## src/include/wbh_params.svh

```systemverilog
/*
 * wishbone host bridge parameters
 * bus widths and the local address map
 */
`ifndef WBH_PARAMS_SVH
`define WBH_PARAMS_SVH

// --------------------------------------------------
// bus widths
// --------------------------------------------------
`define WBH_DW        32   // data word
`define WBH_AW        32   // full address
`define WBH_SEL_W     4    // one enable per byte
`define WBH_BANK_W    8    // upper address bits from bank reg
`define WBH_OFFS_W    24   // master bits passed through

// --------------------------------------------------
// address map
// --------------------------------------------------
// bit 23 set selects the host's own registers,
// everything else goes out on the slave port
`define WBH_LOCAL_BIT 23
`define WBH_REG_LSB   2    // word aligned register index

`endif
```

## src/design/wbh_pkg.sv

```systemverilog
/*
 * wishbone host bridge types
 * bus word types, controller states and register indices
 */
`include "wbh_params.svh"

package wbh_pkg;

   // --------------------------------------------------
   // bus types
   // --------------------------------------------------
   typedef logic [`WBH_DW-1:0]     wb_data_t;   // data word
   typedef logic [`WBH_AW-1:0]     wb_addr_t;   // byte address
   typedef logic [`WBH_SEL_W-1:0]  wb_sel_t;    // byte enables
   typedef logic [`WBH_BANK_W-1:0] bank_t;      // upper address bank

   // --------------------------------------------------
   // controller FSM
   // --------------------------------------------------
   typedef enum logic [1:0]
   {
      IDLE     = 2'd0,   // waiting for a master strobe
      LOCAL    = 2'd1,   // register bank access
      EXT_WAIT = 2'd2,   // slave cycle in flight
      RESP     = 2'd3    // local ack, strobe ignored
   } host_state_e;

   // local register index, address bits 3..2
   typedef enum logic [1:0]
   {
      REG_GLB_CTRL  = 2'd0,
      REG_BANK_SEL  = 2'd1,
      REG_CLK_CTRL1 = 2'd2,
      REG_CLK_CTRL2 = 2'd3
   } reg_idx_e;

endpackage

```

## src/design/host_reg_bank.sv

```systemverilog
/*
 * host control registers
 * global control, bank select and two clock control words,
 * written by index and read back through a registered mux
 */
`timescale 1ns/1ps
`include "wbh_params.svh"

module host_reg_bank
   import wbh_pkg::*;
(
   input  logic     wbm_clk_i,
   input  logic     wbm_rst_n,

   input  logic     wr_en_i,    // one cycle write strobe
   input  logic     rd_en_i,    // one cycle read strobe
   input  reg_idx_e idx_i,
   input  wb_data_t wdata_i,
   output wb_data_t rdata_o,    // valid after the rd_en_i edge

   output bank_t    bank_sel_o,
   output logic     wbd_int_rst_n_o,
   output logic     bist_rst_n_o,
   output wb_data_t cfg_clk_ctrl1_o,
   output wb_data_t cfg_clk_ctrl2_o
);

   wb_data_t glb_ctrl_q;   // bit0 int reset, bit1 bist reset
   wb_data_t rd_mux;

   // --------------------------------------------------
   // write decode
   // --------------------------------------------------
   always_ff @(posedge wbm_clk_i or negedge wbm_rst_n)
   begin
      if (!wbm_rst_n)
      begin
         glb_ctrl_q      <= '0;   // holds both resets asserted
         bank_sel_o      <= '0;
         cfg_clk_ctrl1_o <= '0;
         cfg_clk_ctrl2_o <= '0;
      end
      else if (wr_en_i)
      begin
         // whole word written, byte enables not used here
         case (idx_i)
            REG_GLB_CTRL:  glb_ctrl_q      <= wdata_i;
            REG_BANK_SEL:  bank_sel_o      <= wdata_i[`WBH_BANK_W-1:0];
            REG_CLK_CTRL1: cfg_clk_ctrl1_o <= wdata_i;
            REG_CLK_CTRL2: cfg_clk_ctrl2_o <= wdata_i;
            default:       glb_ctrl_q      <= glb_ctrl_q;
         endcase
      end
   end

   // --------------------------------------------------
   // read path
   // --------------------------------------------------
   always_comb
   begin
      case (idx_i)
         REG_GLB_CTRL:  rd_mux = glb_ctrl_q;
         REG_BANK_SEL:  rd_mux = {{(`WBH_DW-`WBH_BANK_W){1'b0}}, bank_sel_o};
         REG_CLK_CTRL1: rd_mux = cfg_clk_ctrl1_o;
         REG_CLK_CTRL2: rd_mux = cfg_clk_ctrl2_o;
         default:       rd_mux = '0;
      endcase
   end

   always_ff @(posedge wbm_clk_i)
   begin
      if (rd_en_i)
         rdata_o <= rd_mux;   // held until the next read
   end

   // reset controls for the user block
   assign wbd_int_rst_n_o = glb_ctrl_q[0];
   assign bist_rst_n_o    = glb_ctrl_q[1];

endmodule

```

## src/design/wb_host.sv

```systemverilog
/*
 * wishbone host bridge, top level
 * master accesses with address bit 23 set hit the local control
 * registers, all others go out on the slave port with the bank
 * select as upper address byte
 */
`timescale 1ns/1ps
`include "wbh_params.svh"

module wb_host
   import wbh_pkg::*;
(
   input  logic     wbm_clk_i,
   input  logic     wbm_rst_n,

   // master port
   input  logic     wbm_cyc_i,
   input  logic     wbm_stb_i,
   input  logic     wbm_we_i,
   input  wb_addr_t wbm_adr_i,
   input  wb_data_t wbm_dat_i,
   input  wb_sel_t  wbm_sel_i,
   output wb_data_t wbm_dat_o,
   output logic     wbm_ack_o,
   output logic     wbm_err_o,

   // slave port
   output logic     wbs_cyc_o,
   output logic     wbs_stb_o,
   output logic     wbs_we_o,
   output wb_addr_t wbs_adr_o,
   output wb_data_t wbs_dat_o,
   output wb_sel_t  wbs_sel_o,
   input  wb_data_t wbs_dat_i,
   input  logic     wbs_ack_i,
   input  logic     wbs_err_i,

   // control outputs
   output logic     wbd_int_rst_n_o,
   output logic     bist_rst_n_o,
   output wb_data_t cfg_clk_ctrl1_o,
   output wb_data_t cfg_clk_ctrl2_o
);

   // --------------------------------------------------
   // internal nets
   // --------------------------------------------------
   logic                   reg_wr;      // bank write pulse
   logic                   reg_rd;      // bank read pulse
   reg_idx_e               reg_idx;
   wb_data_t               req_dat;     // captured write data
   wb_data_t               reg_rdata;
   logic                   ext_start;   // slave cycle kick
   logic [`WBH_OFFS_W-1:0] req_offs;
   logic                   req_we;
   wb_sel_t                req_sel;
   logic                   ext_done;
   logic                   ext_err;
   wb_data_t               ext_rdata;
   bank_t                  bank_sel;    // bank reg straight to bridge

   wb_host_ctrl u_ctrl (
      .wbm_clk_i   (wbm_clk_i),
      .wbm_rst_n   (wbm_rst_n),
      .wbm_cyc_i   (wbm_cyc_i),
      .wbm_stb_i   (wbm_stb_i),
      .wbm_we_i    (wbm_we_i),
      .wbm_adr_i   (wbm_adr_i),
      .wbm_dat_i   (wbm_dat_i),
      .wbm_sel_i   (wbm_sel_i),
      .wbm_dat_o   (wbm_dat_o),
      .wbm_ack_o   (wbm_ack_o),
      .wbm_err_o   (wbm_err_o),
      .reg_wr_o    (reg_wr),
      .reg_rd_o    (reg_rd),
      .reg_idx_o   (reg_idx),
      .req_dat_o   (req_dat),
      .reg_rdata_i (reg_rdata),
      .ext_start_o (ext_start),
      .req_offs_o  (req_offs),
      .req_we_o    (req_we),
      .req_sel_o   (req_sel),
      .ext_done_i  (ext_done),
      .ext_err_i   (ext_err),
      .ext_rdata_i (ext_rdata)
   );

   host_reg_bank u_regs (
      .wbm_clk_i       (wbm_clk_i),
      .wbm_rst_n       (wbm_rst_n),
      .wr_en_i         (reg_wr),
      .rd_en_i         (reg_rd),
      .idx_i           (reg_idx),
      .wdata_i         (req_dat),
      .rdata_o         (reg_rdata),
      .bank_sel_o      (bank_sel),
      .wbd_int_rst_n_o (wbd_int_rst_n_o),
      .bist_rst_n_o    (bist_rst_n_o),
      .cfg_clk_ctrl1_o (cfg_clk_ctrl1_o),
      .cfg_clk_ctrl2_o (cfg_clk_ctrl2_o)
   );

   wbs_bridge u_bridge (
      .wbm_clk_i  (wbm_clk_i),
      .wbm_rst_n  (wbm_rst_n),
      .start_i    (ext_start),
      .offs_i     (req_offs),
      .we_i       (req_we),
      .dat_i      (req_dat),
      .sel_i      (req_sel),
      .bank_sel_i (bank_sel),
      .wbs_cyc_o  (wbs_cyc_o),
      .wbs_stb_o  (wbs_stb_o),
      .wbs_we_o   (wbs_we_o),
      .wbs_adr_o  (wbs_adr_o),
      .wbs_dat_o  (wbs_dat_o),
      .wbs_sel_o  (wbs_sel_o),
      .wbs_dat_i  (wbs_dat_i),
      .wbs_ack_i  (wbs_ack_i),
      .wbs_err_i  (wbs_err_i),
      .done_o     (ext_done),
      .err_o      (ext_err),
      .rdata_o    (ext_rdata)
   );

endmodule

```

## src/design/wb_host_ctrl.sv

```systemverilog
/*
 * wishbone host controller
 * takes one master access at a time, decodes local register
 * space against external space, pulses the register bank or
 * the slave bridge and registers ack, err and data back
 */
`timescale 1ns/1ps
`include "wbh_params.svh"

module wb_host_ctrl
   import wbh_pkg::*;
(
   input  logic                   wbm_clk_i,
   input  logic                   wbm_rst_n,

   // master port
   input  logic                   wbm_cyc_i,
   input  logic                   wbm_stb_i,
   input  logic                   wbm_we_i,
   input  wb_addr_t               wbm_adr_i,
   input  wb_data_t               wbm_dat_i,
   input  wb_sel_t                wbm_sel_i,
   output wb_data_t               wbm_dat_o,   // last read word
   output logic                   wbm_ack_o,
   output logic                   wbm_err_o,

   // register bank side
   output logic                   reg_wr_o,
   output logic                   reg_rd_o,
   output reg_idx_e               reg_idx_o,
   output wb_data_t               req_dat_o,
   input  wb_data_t               reg_rdata_i,

   // slave bridge side
   output logic                   ext_start_o,
   output logic [`WBH_OFFS_W-1:0] req_offs_o,
   output logic                   req_we_o,
   output wb_sel_t                req_sel_o,
   input  logic                   ext_done_i,
   input  logic                   ext_err_i,
   input  wb_data_t               ext_rdata_i
);

   host_state_e state_q;
   logic        req_start;   // accepted master request
   logic        req_local;   // hits local register space

   // a response still on the bus blocks the held strobe
   assign req_start = (state_q == IDLE) & wbm_cyc_i & wbm_stb_i
                      & ~wbm_ack_o & ~wbm_err_o;
   assign req_local = wbm_adr_i[`WBH_LOCAL_BIT];

   // --------------------------------------------------
   // request capture
   // --------------------------------------------------
   always_ff @(posedge wbm_clk_i)
   begin
      if (req_start)
      begin
         reg_idx_o  <= reg_idx_e'(wbm_adr_i[`WBH_REG_LSB +: $bits(reg_idx_e)]);
         req_dat_o  <= wbm_dat_i;
         req_offs_o <= wbm_adr_i[`WBH_OFFS_W-1:0];   // bank added by bridge
         req_we_o   <= wbm_we_i;
         req_sel_o  <= wbm_sel_i;   // local writes do not look at it
      end
   end

   // --------------------------------------------------
   // FSM and response
   // --------------------------------------------------
   always_ff @(posedge wbm_clk_i or negedge wbm_rst_n)
   begin
      if (!wbm_rst_n)
      begin
         state_q     <= IDLE;
         reg_wr_o    <= 1'b0;
         reg_rd_o    <= 1'b0;
         ext_start_o <= 1'b0;
         wbm_ack_o   <= 1'b0;
         wbm_err_o   <= 1'b0;
         wbm_dat_o   <= '0;
      end
      else
      begin
         // all pulses one cycle wide
         reg_wr_o    <= 1'b0;
         reg_rd_o    <= 1'b0;
         ext_start_o <= 1'b0;
         wbm_ack_o   <= 1'b0;
         wbm_err_o   <= 1'b0;

         case (state_q)
            IDLE:
            begin
               if (req_start)
               begin
                  if (req_local)
                  begin
                     state_q  <= LOCAL;
                     reg_wr_o <= wbm_we_i;    // bank acts on next edge
                     reg_rd_o <= ~wbm_we_i;
                  end
                  else
                  begin
                     state_q     <= EXT_WAIT;
                     ext_start_o <= 1'b1;     // slave cyc up next edge
                  end
               end
            end

            LOCAL: state_q <= RESP;   // bank write / read capture

            RESP:
            begin
               // read data from the bank is settled here
               state_q   <= IDLE;
               wbm_ack_o <= 1'b1;
               if (!req_we_o)
                  wbm_dat_o <= reg_rdata_i;
            end

            EXT_WAIT:
            begin
               // no timeout, slave may stall forever
               if (ext_done_i)
               begin
                  state_q   <= IDLE;
                  wbm_ack_o <= ~ext_err_i;   // ack and err exclusive
                  wbm_err_o <= ext_err_i;
                  if (!req_we_o && !ext_err_i)
                     wbm_dat_o <= ext_rdata_i;
               end
            end

            default: state_q <= IDLE;
         endcase
      end
   end

endmodule

```

## src/design/wbs_bridge.sv

```systemverilog
/*
 * slave side wishbone classic master
 * runs one cycle per start pulse with the bank select on top of
 * the 24 bit offset, holds the strobe until ack or err
 */
`timescale 1ns/1ps
`include "wbh_params.svh"

module wbs_bridge
   import wbh_pkg::*;
(
   input  logic                   wbm_clk_i,
   input  logic                   wbm_rst_n,

   // request from the controller
   input  logic                   start_i,
   input  logic [`WBH_OFFS_W-1:0] offs_i,
   input  logic                   we_i,
   input  wb_data_t               dat_i,
   input  wb_sel_t                sel_i,
   input  bank_t                  bank_sel_i,

   // slave port
   output logic                   wbs_cyc_o,
   output logic                   wbs_stb_o,
   output logic                   wbs_we_o,
   output wb_addr_t               wbs_adr_o,
   output wb_data_t               wbs_dat_o,
   output wb_sel_t                wbs_sel_o,
   input  wb_data_t               wbs_dat_i,
   input  logic                   wbs_ack_i,
   input  logic                   wbs_err_i,

   // completion back to the controller
   output logic                   done_o,
   output logic                   err_o,
   output wb_data_t               rdata_o
);

   logic slv_resp;   // slave answered this cycle

   assign slv_resp = wbs_stb_o & (wbs_ack_i | wbs_err_i);

   // --------------------------------------------------
   // cycle control
   // --------------------------------------------------
   always_ff @(posedge wbm_clk_i or negedge wbm_rst_n)
   begin
      if (!wbm_rst_n)
      begin
         wbs_cyc_o <= 1'b0;
         wbs_stb_o <= 1'b0;
         done_o    <= 1'b0;
         err_o     <= 1'b0;
      end
      else
      begin
         done_o <= 1'b0;
         if (start_i)
         begin
            wbs_cyc_o <= 1'b1;   // cyc and stb together
            wbs_stb_o <= 1'b1;
         end
         else if (slv_resp)
         begin
            wbs_cyc_o <= 1'b0;   // drop on the response edge
            wbs_stb_o <= 1'b0;
            done_o    <= 1'b1;
            err_o     <= wbs_err_i;
         end
      end
   end

   // --------------------------------------------------
   // request and read data
   // --------------------------------------------------
   always_ff @(posedge wbm_clk_i)
   begin
      if (start_i)
      begin
         wbs_adr_o <= {bank_sel_i, offs_i};   // indirect upper byte
         wbs_we_o  <= we_i;
         wbs_dat_o <= dat_i;
         wbs_sel_o <= sel_i;
      end
      if (slv_resp)
         rdata_o <= wbs_dat_i;
   end

endmodule

```

## config.mk

```make
export PLATFORM = sky130hd
export DESIGN_NAME = wb_host
export DESIGN_NICKNAME = d
export VERILOG_FILES = /design/src/design/wbh_pkg.sv /design/src/design/host_reg_bank.sv /design/src/design/wb_host.sv /design/src/design/wb_host_ctrl.sv /design/src/design/wbs_bridge.sv
export VERILOG_INCLUDE_DIRS = /design/src /design/src/include
export SDC_FILE = /design/constraint.sdc
export NUM_CORES = 1
export LEC_CHECK = 0
export BUFFER_PORTS_ARGS = -buffer_cell sky130_fd_sc_hd__buf_2
export CORE_MARGIN = 1.5
export CORE_UTILIZATION = 54
export CTS_CLUSTER_DIAMETER = 200
export CTS_CLUSTER_SIZE = 12
export DETAILED_ROUTE_END_ITERATION = 10
export GPL_ROUTABILITY_DRIVEN = 0
export PLACE_DENSITY = 0.83
export SYNTH_ARGS = -nofsm -noshare
export SYNTH_HDL_FRONTEND = slang
export SYNTH_SLANG_ARGS = --single-unit
```

## constraint.sdc

```tcl
create_clock -name wbm_clk_i -period 6.1 [get_ports wbm_clk_i]
set_clock_uncertainty 0.15 [all_clocks]
set_input_delay 0.915 -clock wbm_clk_i [delete_from_list [all_inputs] [get_ports wbm_clk_i]]
set_output_delay 0.915 -clock wbm_clk_i [all_outputs]
set_load 0.01 [all_outputs]
```

==> out/qor.csv <==
metric,value,unit
status,finished clean,
ir_drop,0.000264,V
wire_per_inst,21.1,um
cts-root-buf,clkbuf_16,
cts.sinks,340,
synth_seq_cells,340,
final-hold-violation-count,0,
post-route-drc-count,0,
cp_cell_sequence,nor2_4 > and2_2 > mux2_2,
r2r_slack,3.18,ns
cpPeakStageDelay,0.91,ns
h-tree-depth,2,
wl,26.2,mm
chipWidth,156,um
drive_above_1_share,55.0,%
synth-compound-area-share,2.11,%
clk_pin_slew_worst_paths,0.06,ns
mostFrequentLayoutCells,"buf_2 (268), edfxtp_1 (194), dfrtp_1 (144)",
synth_fp_nets,727,
synth_top_family_by_area,multiplexers,
dpl_cell_area,14300,um^2
hold_buffers,0,
port_buffers,269,
drtIter0Drc,278,
nets,1010,
synth_adder_area_share,0,%
die_height,156,um
critical_path.top_delay_family,simple AND/OR/NAND/NOR gates,
cp-end-kind,flop,
grt_pass1_vias,6749,
syn-instance-count,620,
critPathMaxFanout,32,
critPathLaunchType,flop,
groute.usage.overall,21.9,%
critPathKind,reg -> reg,
antenna_found_initial,1,
syn_to_final_growth,20.2,%
finalSetupTns,0,ns
required,6.33,ns
finalCritPeriodShare,47.8,%
cts_tree,built,
cts_setup_buffers,0,
vias_per_cell,5.22,
rsz0062_at_grt,no,
fp.dieArea,24400,um^2
grt_pass1_wl,39.6,mm
setup_viol,0,
gr-total-overflow,0,
yosysSeqAreaShare,74.7,%
synthFlopType,edfxtp_1,
worstMarginPinSlew,1.05,ns
cts_made_buffers,34,
cap_violations,0,
fp-row-count,55,
postSynthAreaPerCell,20.5,um^2
power.leakage,6.78,nW
dp.final_hpwl,17.1,mm
synth_cell_types,34,
async_reset_ff_share,42.9,%
drv_slew,0,
synth_mux_area_share,20.3,%
cts_resized,0,
synth_xor_xnor_area_share,0,%
grt_max_degree,80,
arrival,3.15,ns
critPathSlowestCell,and2_2,
clkLatencyLatePin,0.51,ns
synth_simple_gate_area_share,0.957,%
period_minus_slack,2.92,ns
core,22800,um^2
clk_path_buf_depth,3,
initial_core_util,55.5,%
io_pins,278,
p_per_area,399,nW/um^2
synth_edf_count,194,
ant_nets,0,
relSlewSlack,29.8,%
max_freq,343,MHz
critPathBufInv,0,
hold_path_class,reg -> reg,
vias,6482,
syn_area,12700,um^2
yosys_warnings,0,
first_pass_iters,4,
final_area,15200,um^2
final_common_cell,buf_2,
metrics by stage:
| stage | cells | setup WS [ns] | hold WS, ns | util, % | power (mW) |
|---|---|---|---|---|---|
| final | 1241 | 3.18 | 0.266 | 66.7 | 6.09 |
| after global routing | 1241 | 3.03 | 0.274 | 66.7 | 6.34 |
| after CTS | 1240 | 3.14 | 0.266 | 66.7 | 6.15 |
| after detailed placement | 1180 | 3.14 | 0.255 | 62.4 | 4.26 |
| after global placement | 1180 | 3.16 | 0.250 | 62.4 | 4.20 |
| after floorplan | 620 | 0.0819 | 0.250 | - | 3.83 |
cell families after synthesis:
kind of cell    Yosys count
compound gates           31
flops                   340
mux                     201
buf+inv                  31
simple gates             17
report_power, final:
group	internal, mW	switching, mW	leakage [nW]	total (mW)
registers	2.82	0.230	3.70	3.05
logic	0.636	0.513	2.62	1.15
clock network	1.07	0.812	0.468	1.89
worst reg2reg max path: cells and delay by family (launching register included):
family	cells	cell delay, ns
flip-flops	1	0.61
multiplexers	1	0.44
AND/OR/NAND/NOR	2	1.61
routing by layer:
| layer | GRT usage (%) | share of wire [%] | vias up |
|---|---|---|---|
| met5 | 0 | 0 | - |
| met1 | 28.0 | 41 | 3277 |
| met3 | 5.15 | 5.6 | 64 |
| met4 | 9.16 | 3.7 | 0 |
| met2 | 36.0 | 49 | 203 |
| li1 | - | - | 2938 |
flip-flops by register name, summed over array words and instances, names as in the netlist:
signal and cells:
u_bridge.wbs_we_o 1, u_regs.rdata_o 32, u_ctrl.reg_wr_o 1, u_bridge.wbs_cyc_o 1, u_ctrl.wbm_ack_o 1, u_ctrl.req_dat_o 32
u_regs.bank_sel_o 8, u_bridge.wbs_adr_o 32, u_ctrl.wbm_err_o 1, u_bridge.rdata_o 32, u_ctrl.req_sel_o 4, u_ctrl.reg_rd_o 1
u_ctrl.req_we_o 1, u_regs.cfg_clk_ctrl1_o 32, u_bridge.wbs_dat_o 32, u_ctrl.state_q 2, u_bridge.done_o 1, u_bridge.err_o 1
u_ctrl.ext_start_o 1, u_ctrl.req_offs_o 24, u_bridge.wbs_sel_o 4, u_regs.cfg_clk_ctrl2_o 32, u_ctrl.wbm_dat_o 32, u_regs.glb_ctrl_q 32
synth_stat cells, types with 2 or more instances:
master	n	share of area (%)
edfxtp_1	194	46
dfrtp_1	146	29
mux2_2	119	11
mux2_4	58	6.9
a22o_1	24	1.7
mux2_1	16	1.4
buf_2	9	0.36
mux4_2	8	1.4
buf_6	6	0.53
buf_4	4	0.24
buf_1	3	0.089
buf_12	3	0.47
nor2_1	3	0.089
and3_1	2	0.099
clkbuf_1	2	0.059
clkbuf_4	2	0.12
inv_1	2	0.059
nor2b_1	2	0.099
o21a_1	2	0.12
worst paths after layout:
check,from,end,cells after the start
max,u_ctrl.req_offs_o[3],u_regs.glb_ctrl_q[13],3
min,u_ctrl.req_offs_o[8],u_bridge.wbs_adr_o[8],0
max reg2reg,u_ctrl.req_offs_o[3],u_regs.glb_ctrl_q[13],3
min reg2reg,u_ctrl.req_offs_o[8],u_bridge.wbs_adr_o[8],0
max in group asynchronous,wbm_rst_n,u_regs.glb_ctrl_q[3],2
min in group asynchronous,wbm_rst_n,u_regs.cfg_clk_ctrl1_o[19],1
layout make-up:
class                   instances  area [um^2]
fillers                      1589         7600
clock inverters                 2         17.5
well taps                     313          392
repair buffers                276         1410
inverters                       2         7.51
flip-flops and latches        340         9480
clock buffers                  58          962
multi-input cells             249         2970
diodes                          1         2.50
No activity file was read; power rests on OpenSTA's default activity.
